$ cat config.mk
export PLATFORM = sky130hd
export DESIGN_NAME = rd_dma_top
export DESIGN_NICKNAME = d
export VERILOG_FILES = /design/src/rd_dma_pkg.sv /design/src/mrd_req_gen.sv /design/src/mrd_throttle.sv /design/src/cpl_fifo.sv /design/src/cpl_accum.sv /design/src/rd_dma_top.sv
export SDC_FILE = /design/constraint.sdc
export NUM_CORES = 1
export LEC_CHECK = 0
export BUFFER_PORTS_ARGS = -buffer_cell sky130_fd_sc_hd__buf_2
export CAP_MARGIN = 20
export CORE_UTILIZATION = 50
export DETAILED_ROUTE_END_ITERATION = 16
export GPL_TIMING_DRIVEN = 0
export PLACE_DENSITY_LB_ADDON = 0.15
export REMOVE_ABC_BUFFERS = 1
export SYNTH_ARGS = -nofsm -noshare
export SYNTH_HDL_FRONTEND = slang
export SYNTH_SLANG_ARGS = --single-unit
$ cat constraint.sdc
create_clock -name clk -period 3.6 [get_ports clk]
set_clock_uncertainty 0.05 [all_clocks]
set_input_delay 0.18 -clock clk [delete_from_list [all_inputs] [get_ports clk]]
set_output_delay 0.18 -clock clk [all_outputs]
set_load 0.005 [all_outputs]
$ cat src/rd_dma_pkg.sv
/*
 * Shared definitions for the DMA read path
 *   - width constants for lengths, packet counts and data totals
 *   - read command, completion header and completion status structs
 *   - initial-burst table thresholds and divisors for read metering
 *   - idle value of the data high-water mark
 */
package rd_dma_pkg;

  // ----------------------------------------------------------
  // Widths
  // ----------------------------------------------------------
  localparam int DW_LEN_W   = 11;            // Max read length field
  localparam int PKT_CNT_W  = 16;            // Packets per job
  localparam int DW_TOTAL_W = 32;            // Running completion total

  typedef logic [DW_LEN_W-1:0]   dw_len_t;   // Length in DWs
  typedef logic [PKT_CNT_W-1:0]  pkt_cnt_t;  // Packet count
  typedef logic [DW_TOTAL_W-1:0] dw_total_t; // Received DWs

  // ----------------------------------------------------------
  // Structs
  // ----------------------------------------------------------
  typedef struct packed {
    pkt_cnt_t pkt_total;                     // MRd packets in the job
    dw_len_t  pkt_len;                       // DWs per MRd
    logic     rcb_128;                       // 0 = 64B RCB, 1 = 128B RCB
    logic     metering_en;                   // Gate issue by completions
  } rd_cmd_t;

  typedef struct packed {
    dw_len_t len_dw;                         // Completion payload size
    logic    malformed;                      // Bad TLP seen by the link
    logic    data_err;                       // Poisoned / bad data
  } cpl_hdr_t;

  typedef struct packed {
    dw_total_t data_total;                   // DWs received this job
    logic      malformed;                    // Sticky
    logic      data_err;                     // Sticky
  } cpl_status_t;

  // ----------------------------------------------------------
  // Read metering table
  // ----------------------------------------------------------
  localparam dw_len_t RCB64_HALF_MAX  = 11'd16;   // 64B RCB, half up to here
  localparam dw_len_t RCB64_QTR_MAX   = 11'd64;   // 64B RCB, quarter up to here
  localparam dw_len_t RCB128_HALF_MAX = 11'd32;   // 128B RCB, half up to here
  localparam dw_len_t RCB128_QTR_MAX  = 11'd128;  // 128B RCB, quarter up to here

  localparam int BURST_DIV_FULL    = 1;           // Single-DW reads
  localparam int BURST_DIV_HALF    = 2;
  localparam int BURST_DIV_QUARTER = 4;
  localparam int BURST_DIV_EIGHTH  = 8;           // Long reads

  localparam dw_total_t DATA_HWM_IDLE = '1;       // Data mark never met

endpackage

$ cat src/mrd_req_gen.sv
/*
 * MRd request generator
 *   - job state, set by the start strobe, dropped after the last packet
 *   - issued-packet counter
 *   - registered one-cycle request pulse with its length
 */
module mrd_req_gen
  import rd_dma_pkg::*;
(
  input  logic     clk,
  input  logic     rst_n,

  input  logic     start_i,      // Job start strobe
  input  rd_cmd_t  cmd_i,        // Held for the whole job
  input  logic     issue_en_i,   // From the read metering unit

  output logic     mrd_req_o,    // One pulse per MRd
  output dw_len_t  mrd_len_o,    // Length of the current MRd
  output pkt_cnt_t pkt_count_o,  // MRds issued so far
  output logic     job_active_o  // Job in progress
);

  logic     job_active_q;
  pkt_cnt_t pkt_count_q;
  logic     mrd_req_q;
  dw_len_t  mrd_len_q;
  logic     all_sent;
  logic     fire;

  // ----------------------------------------------------------
  // Issue decision
  // ----------------------------------------------------------
  assign all_sent = (pkt_count_q >= cmd_i.pkt_total);          // Nothing left
  assign fire     = job_active_q & issue_en_i & ~all_sent;      // Send this cycle

  // ----------------------------------------------------------
  // Job state
  // ----------------------------------------------------------
  always_ff @(posedge clk or negedge rst_n) begin
    if (!rst_n) begin
      job_active_q <= 1'b0;
    end else if (start_i) begin
      job_active_q <= (cmd_i.pkt_total != '0);                  // Empty job never runs
    end else if (job_active_q && all_sent) begin
      job_active_q <= 1'b0;                                     // Cycle after last pulse
    end
  end

  // ----------------------------------------------------------
  // Packet counter and request pulse
  // ----------------------------------------------------------
  always_ff @(posedge clk or negedge rst_n) begin
    if (!rst_n) begin
      pkt_count_q <= '0;
    end else if (start_i) begin
      pkt_count_q <= '0;                                        // New job
    end else if (fire) begin
      pkt_count_q <= pkt_count_q + 1'b1;                        // Same edge as pulse
    end
  end

  always_ff @(posedge clk or negedge rst_n) begin
    if (!rst_n) begin
      mrd_req_q <= 1'b0;
    end else begin
      mrd_req_q <= fire & ~start_i;                             // Restart drops the pulse
    end
  end

  // Length travels with the pulse
  always_ff @(posedge clk) begin
    if (fire) begin
      mrd_len_q <= cmd_i.pkt_len;
    end
  end

  assign mrd_req_o    = mrd_req_q;
  assign mrd_len_o    = mrd_len_q;
  assign pkt_count_o  = pkt_count_q;
  assign job_active_o = job_active_q;

endmodule

$ cat src/mrd_throttle.sv
/*
 * Read metering unit
 *   - initial burst from the length / RCB table
 *   - packet and data high-water marks
 *   - registered completion-found flag
 *   - issue enable towards the request generator
 */
module mrd_throttle
  import rd_dma_pkg::*;
#(
  parameter int unsigned CPL_LIMIT = 8             // Multiple of 8
) (
  input  logic        clk,
  input  logic        rst_n,

  input  logic        init_i,                      // Job start, clears marks
  input  logic        job_active_i,                // From the generator
  input  rd_cmd_t     cmd_i,                       // Length, RCB, metering enable
  input  pkt_cnt_t    pkt_count_i,                 // MRds issued so far
  input  cpl_status_t status_i,                    // Completion feedback

  output logic        issue_en_o                   // MRd issue allowed
);

  // Burst sizes from the completion limit
  localparam pkt_cnt_t BURST_FULL    = pkt_cnt_t'(CPL_LIMIT / BURST_DIV_FULL);
  localparam pkt_cnt_t BURST_HALF    = pkt_cnt_t'(CPL_LIMIT / BURST_DIV_HALF);
  localparam pkt_cnt_t BURST_QUARTER = pkt_cnt_t'(CPL_LIMIT / BURST_DIV_QUARTER);
  localparam pkt_cnt_t BURST_EIGHTH  = pkt_cnt_t'(CPL_LIMIT / BURST_DIV_EIGHTH);

  pkt_cnt_t  pkt_hwm_q;                            // Read count allowed
  dw_total_t data_hwm_q;                           // Completion DWs needed
  logic      found_q;                              // Next packet covered
  pkt_cnt_t  burst;                                // Table lookup result
  logic      cpl_err;
  logic      found_cond;

  // ----------------------------------------------------------
  // Initial burst table
  // ----------------------------------------------------------
  function automatic pkt_cnt_t burst_of(input dw_len_t len, input logic rcb_128);
    dw_len_t half_max;
    dw_len_t qtr_max;
    half_max = rcb_128 ? RCB128_HALF_MAX : RCB64_HALF_MAX;
    qtr_max  = rcb_128 ? RCB128_QTR_MAX  : RCB64_QTR_MAX;
    if (len == dw_len_t'(1)) begin
      return BURST_FULL;                           // Single DW
    end else if (len <= half_max) begin
      return BURST_HALF;                           // Up to one RCB
    end else if (len <= qtr_max) begin
      return BURST_QUARTER;
    end else begin
      return BURST_EIGHTH;                         // Many completions per read
    end
  endfunction

  always_comb begin
    burst = burst_of(cmd_i.pkt_len, cmd_i.rcb_128);
  end

  assign cpl_err = status_i.malformed | status_i.data_err;

  // ----------------------------------------------------------
  // Completion found
  // ----------------------------------------------------------
  // Stalled one past the mark and the data for the mark has arrived
  assign found_cond = (pkt_count_i == pkt_hwm_q + 1'b1) &&
                      (status_i.data_total >= data_hwm_q);

  always_ff @(posedge clk or negedge rst_n) begin
    if (!rst_n) begin
      found_q <= 1'b0;
    end else if (init_i) begin
      found_q <= 1'b0;
    end else begin
      found_q <= found_cond & ~found_q;            // One shot per mark step
    end
  end

  // ----------------------------------------------------------
  // High-water marks
  // ----------------------------------------------------------
  always_ff @(posedge clk or negedge rst_n) begin
    if (!rst_n) begin
      pkt_hwm_q  <= '0;
      data_hwm_q <= DATA_HWM_IDLE;
    end else if (init_i) begin
      pkt_hwm_q  <= '0;
      data_hwm_q <= DATA_HWM_IDLE;
    end else if (job_active_i) begin
      if (pkt_hwm_q == '0) begin
        pkt_hwm_q  <= burst;                       // Initial burst
        data_hwm_q <= dw_total_t'(cmd_i.pkt_len);  // First packet's data
      end else if (cpl_err) begin
        pkt_hwm_q  <= '0;                          // Back to idle, burst reloads
        data_hwm_q <= DATA_HWM_IDLE;
      end else if (found_q) begin
        pkt_hwm_q  <= pkt_hwm_q + 1'b1;            // One more packet
        data_hwm_q <= data_hwm_q + dw_total_t'(cmd_i.pkt_len);
      end
    end
  end

  // ----------------------------------------------------------
  // Issue enable
  // ----------------------------------------------------------
  assign issue_en_o = cmd_i.metering_en ? (job_active_i & (pkt_hwm_q >= pkt_count_i))
                                        : job_active_i;

endmodule

$ cat src/cpl_fifo.sv
/*
 * Completion header FIFO
 *   - circular buffer, first-word fall-through
 *   - occupancy count, registered full flag for back-pressure
 */
module cpl_fifo
  import rd_dma_pkg::*;
#(
  parameter int unsigned FIFO_DEPTH = 4
) (
  input  logic     clk,
  input  logic     rst_n,

  input  logic     wr_i,             // Push, ignored when full
  input  cpl_hdr_t din_i,
  input  logic     rd_i,             // Pop, ignored when empty
  output cpl_hdr_t dout_o,           // Head entry
  output logic     empty_o,
  output logic     full_o
);

  localparam int PTR_W = (FIFO_DEPTH > 1) ? $clog2(FIFO_DEPTH) : 1;
  localparam int CNT_W = $clog2(FIFO_DEPTH + 1);

  cpl_hdr_t         mem [FIFO_DEPTH];
  logic [PTR_W-1:0] wr_ptr_q;
  logic [PTR_W-1:0] rd_ptr_q;
  logic [CNT_W-1:0] count_q;
  logic [CNT_W-1:0] count_nxt;
  logic             full_q;
  logic             push;
  logic             pop;

  assign push = wr_i & ~full_q;
  assign pop  = rd_i & (count_q != '0);

  // Pointer step with wrap at the depth
  function automatic logic [PTR_W-1:0] ptr_inc(input logic [PTR_W-1:0] ptr);
    return (ptr == PTR_W'(FIFO_DEPTH - 1)) ? '0 : ptr + 1'b1;
  endfunction

  always_comb begin
    count_nxt = count_q;
    if (push && !pop) count_nxt = count_q + 1'b1;
    if (pop && !push) count_nxt = count_q - 1'b1;
  end

  always_ff @(posedge clk or negedge rst_n) begin
    if (!rst_n) begin
      wr_ptr_q <= '0;
      rd_ptr_q <= '0;
      count_q  <= '0;
      full_q   <= 1'b1;                                   // No ready while in reset
    end else begin
      if (push) wr_ptr_q <= ptr_inc(wr_ptr_q);
      if (pop)  rd_ptr_q <= ptr_inc(rd_ptr_q);
      count_q <= count_nxt;
      full_q  <= (count_nxt == CNT_W'(FIFO_DEPTH));
    end
  end

  // Storage
  always_ff @(posedge clk) begin
    if (push) mem[wr_ptr_q] <= din_i;
  end

  assign dout_o  = mem[rd_ptr_q];                         // Fall-through head
  assign empty_o = (count_q == '0);
  assign full_o  = full_q;

endmodule

$ cat src/cpl_accum.sv
/*
 * Completion accumulator
 *   - pops the completion FIFO on every non-empty cycle
 *   - running total of received DWs
 *   - sticky malformed and data-error flags, cleared at job start
 */
module cpl_accum
  import rd_dma_pkg::*;
(
  input  logic        clk,
  input  logic        rst_n,

  input  logic        init_i,          // Job start
  input  logic        empty_i,         // FIFO empty
  input  cpl_hdr_t    cpl_i,           // FIFO head
  output logic        rd_o,            // FIFO pop
  output cpl_status_t status_o         // Feedback to metering
);

  cpl_status_t status_q;
  logic        pop;

  // ----------------------------------------------------------
  // Drain
  // ----------------------------------------------------------
  assign pop  = ~empty_i;                                   // Always ready to take
  assign rd_o = pop;

  // ----------------------------------------------------------
  // Total and flags
  // ----------------------------------------------------------
  always_ff @(posedge clk or negedge rst_n) begin
    if (!rst_n) begin
      status_q <= '0;
    end else if (init_i) begin
      status_q <= '0;                                       // Fresh job
    end else if (pop) begin
      status_q.data_total <= status_q.data_total + dw_total_t'(cpl_i.len_dw);
      status_q.malformed  <= status_q.malformed | cpl_i.malformed;  // Sticky
      status_q.data_err   <= status_q.data_err  | cpl_i.data_err;   // Sticky
    end
  end

  assign status_o = status_q;

endmodule

$ cat src/rd_dma_top.sv
/*
 * DMA read path top level
 *   - request generator, read metering unit
 *   - completion FIFO and completion accumulator
 *   - ready, busy and error wiring
 */
module rd_dma_top
  import rd_dma_pkg::*;
#(
  parameter int unsigned CPL_LIMIT  = 8,     // Metering burst base
  parameter int unsigned FIFO_DEPTH = 4      // Completion buffer entries
) (
  input  logic      clk,
  input  logic      rst_n,

  input  logic      start_i,                 // Job start strobe
  input  rd_cmd_t   cmd_i,                   // Job command levels

  input  logic      cpl_valid_i,             // Completion offered
  input  cpl_hdr_t  cpl_i,
  output logic      cpl_ready_o,             // Buffer has room

  output logic      mrd_req_o,               // MRd pulse
  output dw_len_t   mrd_len_o,
  output logic      busy_o,
  output dw_total_t rx_total_o,              // DWs received this job
  output logic      err_o                    // Completion error seen
);

  // ----------------------------------------------------------
  // Internal wires
  // ----------------------------------------------------------
  logic        job_active;
  pkt_cnt_t    pkt_count;
  logic        issue_en;
  logic        fifo_full;
  logic        fifo_empty;
  logic        fifo_rd;
  cpl_hdr_t    fifo_head;
  cpl_status_t status;

  assign cpl_ready_o = ~fifo_full;
  assign busy_o      = job_active;
  assign rx_total_o  = status.data_total;
  assign err_o       = status.malformed | status.data_err;

  // ----------------------------------------------------------
  // Request side
  // ----------------------------------------------------------
  mrd_req_gen u_req_gen (
    .clk          (clk),
    .rst_n        (rst_n),
    .start_i      (start_i),
    .cmd_i        (cmd_i),
    .issue_en_i   (issue_en),
    .mrd_req_o    (mrd_req_o),
    .mrd_len_o    (mrd_len_o),
    .pkt_count_o  (pkt_count),
    .job_active_o (job_active)
  );

  mrd_throttle #(.CPL_LIMIT(CPL_LIMIT)) u_throttle (
    .clk          (clk),
    .rst_n        (rst_n),
    .init_i       (start_i),
    .job_active_i (job_active),
    .cmd_i        (cmd_i),
    .pkt_count_i  (pkt_count),
    .status_i     (status),
    .issue_en_o   (issue_en)
  );

  // ----------------------------------------------------------
  // Completion side
  // ----------------------------------------------------------
  cpl_fifo #(.FIFO_DEPTH(FIFO_DEPTH)) u_cpl_fifo (
    .clk     (clk),
    .rst_n   (rst_n),
    .wr_i    (cpl_valid_i & cpl_ready_o),
    .din_i   (cpl_i),
    .rd_i    (fifo_rd),
    .dout_o  (fifo_head),
    .empty_o (fifo_empty),
    .full_o  (fifo_full)
  );

  cpl_accum u_cpl_accum (
    .clk      (clk),
    .rst_n    (rst_n),
    .init_i   (start_i),
    .empty_i  (fifo_empty),
    .cpl_i    (fifo_head),
    .rd_o     (fifo_rd),
    .status_o (status)
  );

endmodule

==> flow_metrics.env, run 1 <==
export IMPL_wl_um=29400
export IMPL_numCtsBuffers=17
export IMPL_syn_to_final_growth_pct=12.0
export IMPL_place_area_um2=12400
export IMPL_status="finished, final reports clean"
export IMPL_grt_ovfl_total=0
export IMPL_relSlewSlack_pct=33.6
export IMPL_start_util_pct=50.8
export IMPL_p_comb_share_pct=43.3
export IMPL_nets=1455
export IMPL_drt_iter0_markers=610
export IMPL_switching_share_pct=41.0
export IMPL_synth_top_cell_area_share_pct=16.0
export IMPL_max_cap_violations=0
export IMPL_diodes=0
export IMPL_rsz0062_at_grt="no"
export IMPL_layoutNonFillerInstCount=1638
export IMPL_clock_power_share_pct=22.2
export IMPL_die_h_um=156
export IMPL_cts_tree="yes"
export IMPL_grt_pass1_vias=9561
export IMPL_drive_gt1_share_pct=17.1
export IMPL_synth_edf_count=63
export IMPL_firstDrtPassIters=5
export IMPL_maxSlewViolCount=0
export IMPL_setup_violations=0
export IMPL_ys_types=95
export IMPL_async_reset_ff_share_pct=63.4
export IMPL_finalInstanceArea_um2=13300
export IMPL_post_place_cells=1575
export IMPL_synth_ff_type="dfrtp_1"
export IMPL_yosysTopAreaCell="dfrtp_1"
export IMPL_leakage_uw=0.00563
export IMPL_seqPwrFrac_pct=34.5
export IMPL_power_density_nw_per_um2=648
export IMPL_worst_path_max_fanout=11
export IMPL_syn_area_per_cell_um2=9.55
export IMPL_routed_via_count=9689
export IMPL_yosys_top_cells_area="dfrtp_1 (16%), edfxtp_1 (16%), ha_1 (11%)"
export IMPL_switching_power_uw=3530
export IMPL_ir_drop_uv=382
export IMPL_portBuffers=92
export IMPL_clock_path_buffers=2
export IMPL_cp_end_kind="flip-flop"
export IMPL_start_kind="flip-flop"
export IMPL_worst_skew_pair_late_latency_ns=0.44
export IMPL_antenna_found_initial=0
export IMPL_core_area_um2=23400
export IMPL_cp_required_ns=3.88
export IMPL_post_drt_wl_per_cell_um=17.9
export IMPL_die_w_um=156
export IMPL_fin_crit_ns=3.45
export IMPL_grt_pass1_wl_um=48500
export IMPL_hold_violations=0
export IMPL_critPathArrivalTime_ns=3.74
export IMPL_grt_max_degree=80
export IMPL_finalCritPeriodShare_pct=96.0
export IMPL_dieArea_um2=24400
export IMPL_netlist_area_um2=11900
export IMPL_cts_root_buf="clkbuf_16"
export IMPL_ioPinCount=93
export IMPL_post_drt_via_cell_ratio=5.92
export IMPL_clk_pin_slew_worst_paths_ns=0.08
export IMPL_gp_congestion=0.893
export IMPL_path_class="reg2reg"
export IMPL_synth_seq_cells=172
export IMPL_hpwl_um=21100
export IMPL_max_freq_mhz=289
export IMPL_postRouteAntennaNets=0
export IMPL_htreeDepth=4
export IMPL_synth_warnings=0
export IMPL_internal_power_uw=5090
export IMPL_syn_inst=1245
export IMPL_min_path_type="in2reg"
export IMPL_grt_use_total_pct=25.4
export IMPL_drcViolationCount=0
export IMPL_clock_sinks=172
export IMPL_reg2reg_depth=10
export IMPL_ys_seq_area_share_pct=39.2
export IMPL_placementRows=56
export IMPL_min_path_cells=2
export IMPL_worstMarginPinSlew_ns=0.996
## flip-flops by register name (all words and copies together) (netlist names), 3 cells and up
register               flops
u_cpl_fifo.mem            52
u_cpl_accum.status_o      34
u_req_gen.mrd_len_o       11
u_throttle.data_hwm_q     32
u_cpl_fifo.count_q         3
u_throttle.pkt_hwm_q      16
u_req_gen.pkt_count_o     16
## synthesized netlist by cell type, types with 10 or more instances
library cell  instances
xnor2_1              37
o211ai_1             19
ha_1                101
nor4_1               25
edfxtp_1             63
nor3_1               30
buf_4                33
mux2_2               10
nor2_1               93
nor2b_1              16
nand2_1              88
mux4_2               13
o21ai_0              37
or4_1                16
inv_1                92
dfstp_2              33
nand4_1              23
buf_2                20
dfrtp_1              76
a211oi_1             18
o31ai_1              18
a21oi_1              83
nand3_1              49
clkbuf_1             23
o21ai_1              24
## path summary, 6_finish.rpt
check,to,start,slack [ns]
worst min-delay path,u_req_gen.pkt_count_o[11]$_DFFE_PN0P_,start_i,0.03
max in group asynchronous,u_cpl_fifo.full_o$_DFF_PN1_,rst_n,2.58
worst max-delay path,u_cpl_accum.status_o[28]$_DFFE_PN0P_,u_cpl_fifo.rd_ptr_q[0]$_DFFE_PN0P_,0.15
min in group asynchronous,u_req_gen.job_active_o$_DFFE_PN0P_,rst_n,0.19
worst max register to register,u_cpl_accum.status_o[28]$_DFFE_PN0P_,u_cpl_fifo.rd_ptr_q[0]$_DFFE_PN0P_,0.15
worst min register to register,u_throttle.data_hwm_q[3]$_DFFE_PN1P_,u_throttle.data_hwm_q[3]$_DFFE_PN1P_,0.47
## stage by stage
step / hold WS (ns) / setup WS, ns / power, µW / TNS (ns) / utilization (%)
finish: 0.0292 / 0.145 / 8620 / 0 / 56.9
global route: 0.0231 / 0.0228 / 9260 / 0 / 56.9
CTS: 0.0212 / 0.00116 / 8580 / 0 / 56.6
detailed placement: 0.101 / -0.416 / 6600 / -5.19 / 52.8
global placement: 0.345 / -2.31 / 6450 / -59.01 / 52.2
floorplan: -0.166 / -0.607 / 5490 / -5.80 / -
## layout by cell type, fill, tap and decap left out, drive strengths merged, types with 25 or more instances in the layout
master       count
dfrtp           76
xnor2           37
a21oi           84
nand2           89
ha             101
inv            105
buf            105
edfxtp          63
dfstp           33
nand4           26
nand3           49
dlygate4sd3     25
o21ai           61
nor2            95
nor4            27
nor3            31
## kinds of logic after synthesis
group	after synthesis	share of synthesized area, %
XOR/XNOR	45	3.32
AO/OA/AOI/OAI	301	16.8
buffers and inverters	185	7.48
adder cells (fa/ha/maj)	103	11.0
flip-flops	172	39.2
AND/OR/NAND/NOR	406	17.9
multiplexers	33	4.30
## critical path, stage by stage, from the launching register on
cell and delay (ns):
dfrtp_4 0.57, mux4_2 0.36, ha_1 0.16, inv_1 0.05, fa_1 0.36, and2b_1 0.27, o31a_1 0.21, o211ai_1 0.13
a211o_2 0.47, a2111oi_2 0.35, mux2_1 0.35
## metal layers
metal | wire [µm] | vias to the layer above | track usage [%]
met4 | 741 | 0 | 9.48
li1 | - | 4720 | -
met5 | 0 | - | 0
met2 | 14600 | 217 | 44.1
met1 | 12900 | 4698 | 31.7
met3 | 1210 | 54 | 4.11
## timing repair
| action | 4_1_cts | 5_1_grt |
|---|---|---|
| endpoints found under the hold margin | 103 | 0 |
| resized for setup | 3 | 3 |
| pin swaps | 0 | 0 |
| buffers inserted | 0 | 6 |
| hold buffers | 25 | 0 |
| gates cloned | 0 | 0 |
| endpoints found under the setup margin | 22 | 15 |
## power groups by stage
stage                     Sequential (µW)  Combinational [µW]  Clock (µW)
final                                2970                3730        1920
after global routing                 3040                4190        2030
after CTS                            2990                3640        1960
after detailed placement             3020                3580           0
after global placement               3020                3440           0
after floorplan                      2890                2610           0
## cell type report
cell class,count,area (µm²)
fillers,2078,10100
well taps,319,399
repair buffers,130,885
clock inverters,15,186
flip-flops and latches,172,4670
inverters,97,364
clock buffers,17,425
multi-input cells,888,6380
(Power assumes the default switching activity.)
==> run 2, diff against run 1 <==
CORE_MARGIN = 10   (was unset)
HOLD_SLACK_MARGIN = 0.03   (was unset)
==> run 2 against run 1 <==
Cell area up 0.25%. Cell count unchanged. Largest cell class unchanged. Largest power group unchanged. Fmax up 1.6%.
==> flow_metrics.env, run 2 (same netlist as run 1, synthesis figures left out) <==
export IMPL_ir_drop_uv=375
export IMPL_largest_reg_flops=52
export IMPL_postRouteAntennaNets=0
export IMPL_post_drt_wl_per_cell_um=18.5
export IMPL_drive_gt1_share_pct=17.1
export IMPL_drt_iter0_markers=893
export IMPL_max_cap_violations=0
export IMPL_worstReg2RegEnd="u_cpl_accum.status_o[28]$_DFFE_PN0P_"
export IMPL_layout_commonest_cell="ha_1"
export IMPL_fin_crit_ns=3.40
export IMPL_nets=1455
export IMPL_hpwl_um=22000
export IMPL_post_drt_via_cell_ratio=5.95
export IMPL_reg2reg_depth=10
export IMPL_r2r_setup_slack_ns=0.20
export IMPL_clock_power_share_pct=22.9
export IMPL_syn_to_final_growth_pct=12.2
export IMPL_switching_share_pct=41.7
export IMPL_ioPinCount=93
export IMPL_switching_power_uw=3620
export IMPL_final_cell_mix="ha_1 (101), nor2_1 (93), inv_1 (92)"
export IMPL_worst_path_max_fanout=10
export IMPL_cts_root_buf="clkbuf_16"
export IMPL_critPathArrivalTime_ns=3.68
export IMPL_die_w_um=174
export IMPL_routed_via_count=9751
export IMPL_cts_tree="yes"
export IMPL_clock_sinks=172
export IMPL_final_util_pct=57.0
export IMPL_grt_max_degree=80
export IMPL_r2r_start="u_cpl_fifo.rd_ptr_q[0]$_DFFE_PN0P_"
export IMPL_firstDrtPassIters=5
export IMPL_grt_pass1_wl_um=50000
export IMPL_worst_skew_pair_late_latency_ns=0.45
export IMPL_setup_violations=0
export IMPL_p_comb_share_pct=43.0
export IMPL_hold_violations=0
export IMPL_cp_required_ns=3.88
export IMPL_cp_end_kind="flip-flop"
export IMPL_cp_endpoint="u_cpl_accum.status_o[28]$_DFFE_PN0P_"
export IMPL_gp_congestion=0.868
export IMPL_worstMarginPinSlew_ns=0.954
export IMPL_path_class="reg2reg"
export IMPL_diodes=0
export IMPL_internal_power_uw=5060
export IMPL_rsz0062_at_grt="no"
export IMPL_drcViolationCount=0
export IMPL_finalCritPeriodShare_pct=94.5
export IMPL_placementRows=56
export IMPL_status="finished, final reports clean"
export IMPL_portBuffers=92
export IMPL_dieArea_um2=30300
export IMPL_htreeDepth=4
export IMPL_max_freq_mhz=294
export IMPL_relSlewSlack_pct=36.4
export IMPL_clk_pin_slew_worst_paths_ns=0.08
export IMPL_hold_slack_ns=0.0886
export IMPL_grt_use_total_pct=19.9
export IMPL_die_h_um=174
export IMPL_seqPwrFrac_pct=34.1
export IMPL_core_area_um2=23400
export IMPL_wl_um=30400
export IMPL_power_density_nw_per_um2=651
export IMPL_clock_path_buffers=2
export IMPL_maxSlewViolCount=0
export IMPL_top_register="u_cpl_fifo.mem"
export IMPL_start_util_pct=50.8
export IMPL_start_kind="flip-flop"
export IMPL_leakage_uw=0.00564
export IMPL_min_path_type="in2reg"
export IMPL_grt_ovfl_total=0
export IMPL_numCtsBuffers=17
export IMPL_antenna_found_initial=0
export IMPL_grt_pass1_vias=9725
export IMPL_startpoint="u_cpl_fifo.rd_ptr_q[0]$_DFFE_PN0P_"
-- run 2: layout make-up --
type                       count  area [µm²]
inverter                      97         364
clock inverter                15         220
clock buffer                  17         425
multi-input combinational    888        6370
fill                        2098       10100
tap                          319         399
sequential                   172        4670
timing repair buffer         130         900
-- run 2: timing repair --
item / CTS / global route
setup endpoints to repair: 20 / 9
endpoints found under the hold margin: 152 / 0
buffers inserted: 0 / 5
hold buffers: 26 / 0
gates resized for setup: 3 / 1
pin swaps: 0 / 1
-- run 2: power groups by stage --
stage	clock network, µW	registers (µW)	logic [µW]
after floorplan	0	2890	2610
after global placement	0	3010	3440
after detailed placement	0	3020	3610
after CTS	2020	2990	3650
after global routing	2110	3020	4200
final	1990	2960	3730
-- run 2: layer usage --
metal,track usage (%),up-vias,routed length (µm)
met4,6.84,0,639
met3,3.81,38,1270
met5,0,-,0
met2,34.6,214,15200
met1,24.1,4775,13300
li1,-,4724,-
-- run 2: worst min path at each step --
stage               startpoint  cells after the start                                  end  slack [ns]
floorplan                rst_n                      0  u_cpl_accum.status_o[0]$_DFFE_PN0P_       -0.17
global placement      cpl_i[6]                      1       u_cpl_fifo.mem[2][6]$_DFFE_PP_        0.34
detailed placement       rst_n                      1   u_req_gen.job_active_o$_DFFE_PN0P_        0.04
CTS                  cmd_i[24]                      4   u_req_gen.job_active_o$_DFFE_PN0P_        0.09
global route         cmd_i[23]                      4   u_req_gen.job_active_o$_DFFE_PN0P_         0.1
finish               cmd_i[24]                      4   u_req_gen.job_active_o$_DFFE_PN0P_        0.09
-- run 2: through the flow --
stage               power [µW]  setup WS, ns  cell area [µm²]  TNS (ns)  std cells
floorplan                 5490        -0.607            11400     -5.80       1157
global placement          6450         -2.15            12200    -54.89       1568
detailed placement        6630        -0.326            12400     -3.11       1575
CTS                       8660        0.0181            13300         0       1633
global route              9330        0.0129            13300         0       1638
finish                    8680         0.198            13300         0       1638
-- run 2: worst max-delay path: stages (launching register included) --
cell and delay [ns]:
dfrtp_4 0.55, mux4_2 0.36, ha_1 0.16, inv_1 0.06, fa_1 0.36, and2b_1 0.26
o31a_1 0.21, o211ai_1 0.14, a211o_2 0.43, a2111oi_2 0.35, mux2_1 0.35
==> run 3, diff against run 2 <==
RECOVER_POWER = 50   (was unset)
==> run 3 against run 2 <==
The run now ends with capacitance limit, slew limit left. Non-clock buffer count did not move. Global-route usage unchanged. Routed wire length shrank 0.32%. Combinational power about the same.
==> flow_metrics.env, run 3 (same netlist as run 1, synthesis figures left out) <==
export IMPL_seqCellArea_um2=4670
export IMPL_finalCritPeriodShare_pct=94.5
export IMPL_status="finished, violations left"
export IMPL_drcViolationCount=0
export IMPL_setup_ws_ns=0.197
export IMPL_multi_input_area_um2=6370
export IMPL_max_cap_violations=1
export IMPL_diodes=0
export IMPL_grt_max_degree=80
export IMPL_min_path_type="in2reg"
export IMPL_rsz0062_at_grt="no"
export IMPL_clk_pin_slew_worst_paths_ns=0.08
export IMPL_cp_required_ns=3.88
export IMPL_top_register="u_cpl_fifo.mem"
export IMPL_critPathArrivalTime_ns=3.68
export IMPL_grt_pass1_vias=9725
export IMPL_start_util_pct=50.8
export IMPL_cts_tree="yes"
export IMPL_wl_um=30300
export IMPL_post_place_cells=1575
export IMPL_drt_iter0_markers=827
export IMPL_holdPathEnd="u_req_gen.job_active_o$_DFFE_PN0P_"
export IMPL_post_drt_via_cell_ratio=5.96
export IMPL_final_setup_tns_ns=0
export IMPL_maxSlewViolCount=32
export IMPL_layoutNonFillerInstCount=1638
export IMPL_worstHoldStart="cmd_i[24]"
export IMPL_postRouteAntennaNets=0
export IMPL_cp_end_kind="flip-flop"
export IMPL_portBuffers=92
export IMPL_syn_to_final_growth_pct=11.5
export IMPL_hpwl_um=22000
export IMPL_placementRows=56
export IMPL_gp_congestion=0.868
export IMPL_cts_root_buf="clkbuf_16"
export IMPL_firstDrtPassIters=6
export IMPL_fill_cells=2131
export IMPL_ioPinCount=93
export IMPL_path_class="reg2reg"
export IMPL_r2r_start="u_cpl_fifo.rd_ptr_q[0]$_DFFE_PN0P_"
export IMPL_clock_path_buffers=2
export IMPL_place_ws_ns=-0.326
export IMPL_nets=1455
export IMPL_setup_violations=0
export IMPL_min_path_cells=4
export IMPL_core_area_um2=23400
export IMPL_max_freq_mhz=294
export IMPL_layout_commonest_cell="ha_1"
export IMPL_r2r_setup_slack_ns=0.20
export IMPL_power_density_nw_per_um2=654
export IMPL_worstReg2RegEnd="u_cpl_accum.status_o[28]$_DFFE_PN0P_"
export IMPL_fin_crit_ns=3.40
export IMPL_antenna_found_initial=0
export IMPL_failed_checks="capacitance limit, slew limit"
export IMPL_relSlewSlack_pct=-17.3
export IMPL_numCtsBuffers=17
export IMPL_start_kind="flip-flop"
export IMPL_worst_skew_pair_late_latency_ns=0.44
export IMPL_hold_violations=0
export IMPL_clock_sinks=172
export IMPL_die_h_um=174
export IMPL_die_w_um=174
export IMPL_grt_use_total_pct=19.9
export IMPL_grt_ovfl_total=0
export IMPL_post_drt_wl_per_cell_um=18.5
export IMPL_final_cell_mix="ha_1 (101), nor2_1 (93), inv_1 (92)"
export IMPL_worstMarginPinSlew_ns=1.76
export IMPL_leakage_uw=0.00549
export IMPL_drive_gt1_share_pct=13.6
export IMPL_largest_reg_flops=52
export IMPL_routed_via_count=9759
export IMPL_grt_pass1_wl_um=50000
export IMPL_ir_drop_uv=374
export IMPL_reg2reg_depth=10
export IMPL_htreeDepth=4
export IMPL_dieArea_um2=30300
export IMPL_worst_path_max_fanout=10
==> run 3: cell count changes in the layout (fill, tap and decap cells not counted), sizes merged <==
cell	delta
buf	-47
clkbuf	+47
==> run 3: final cells by class <==
| type | instances | share of cell area [%] |
|---|---|---|
| clock buffers | 17 | 3.21 |
| multi-input cells | 888 | 48.0 |
| flip-flops and latches | 172 | 35.2 |
| well taps | 319 | 3.01 |
| inverters | 97 | 2.75 |
| repair buffers | 130 | 6.15 |
| clock inverters | 15 | 1.66 |
==> run 3: repair_timing <==
action / CTS / global route
buffers inserted: 0 / 5
setup endpoints to repair: 20 / 9
cloned: 0 / 0
hold buffers: 26 / 0
pin swaps: 0 / 1
endpoints found under the hold margin: 152 / 0
resized for setup: 3 / 1
==> run 3: stage by stage <==
| stage | util, % | total power (µW) | cell area [µm²] | hold WS [ns] |
|---|---|---|---|---|
| 2_1_floorplan | - | 5490 | 11400 | -0.166 |
| 3_3_place_gp | 52.2 | 6450 | 12200 | 0.344 |
| 3_5_place_dp | 52.9 | 6630 | 12400 | 0.0408 |
| 4_1_cts | 56.8 | 8660 | 13300 | 0.0868 |
| 5_1_grt | 56.6 | 9310 | 13300 | 0.0992 |
| 6_report | 56.6 | 8660 | 13300 | 0.0888 |
==> run 3: how the worst max path moves through the flow <==
stage / start / slack (ns) / endpoint / cells after the start
after detailed placement: u_cpl_fifo.rd_ptr_q[0]$_DFFE_PN0P_ / -0.33 / u_cpl_accum.status_o[28]$_DFFE_PN0P_ / 10
after floorplan: u_cpl_fifo.rd_ptr_q[0]$_DFFE_PN0P_ / -0.61 / u_cpl_accum.status_o[33]$_DFFE_PN0P_ / 8
after global placement: u_cpl_fifo.rd_ptr_q[0]$_DFFE_PN0P_ / -2.15 / u_cpl_accum.status_o[33]$_DFFE_PN0P_ / 8
after CTS: u_cpl_fifo.rd_ptr_q[0]$_DFFE_PN0P_ / 0.02 / u_cpl_accum.status_o[28]$_DFFE_PN0P_ / 10
after global routing: u_cpl_fifo.rd_ptr_q[0]$_DFFE_PN0P_ / 0.01 / u_cpl_accum.status_o[28]$_DFFE_PN0P_ / 10
final: u_cpl_fifo.rd_ptr_q[0]$_DFFE_PN0P_ / 0.20 / u_cpl_accum.status_o[28]$_DFFE_PN0P_ / 10
==> run 3: power breakdown <==
group,internal [µW],switching (µW)
Combinational,1500,2220
Sequential,2570,396
Clock,980,1010
Total,5040,3620
==> run 3: worst max-delay path, cell delays in order (launching register included) <==
cell and delay [ns]:
dfrtp_4 0.55, mux4_2 0.36, ha_1 0.16, inv_1 0.06
fa_1 0.36, and2b_1 0.26, o31a_1 0.21, o211ai_1 0.14
a211o_2 0.43, a2111oi_2 0.35, mux2_1 0.35
==> run 3: metal layers <==
| metal | track usage, % | vias up | share of wire [%] |
|---|---|---|---|
| met5 | 0 | - | 0 |
| li1 | - | 4721 | - |
| met1 | 24.1 | 4774 | 44 |
| met3 | 3.81 | 44 | 4.3 |
| met4 | 6.84 | 0 | 2.4 |
| met2 | 34.6 | 220 | 50 |
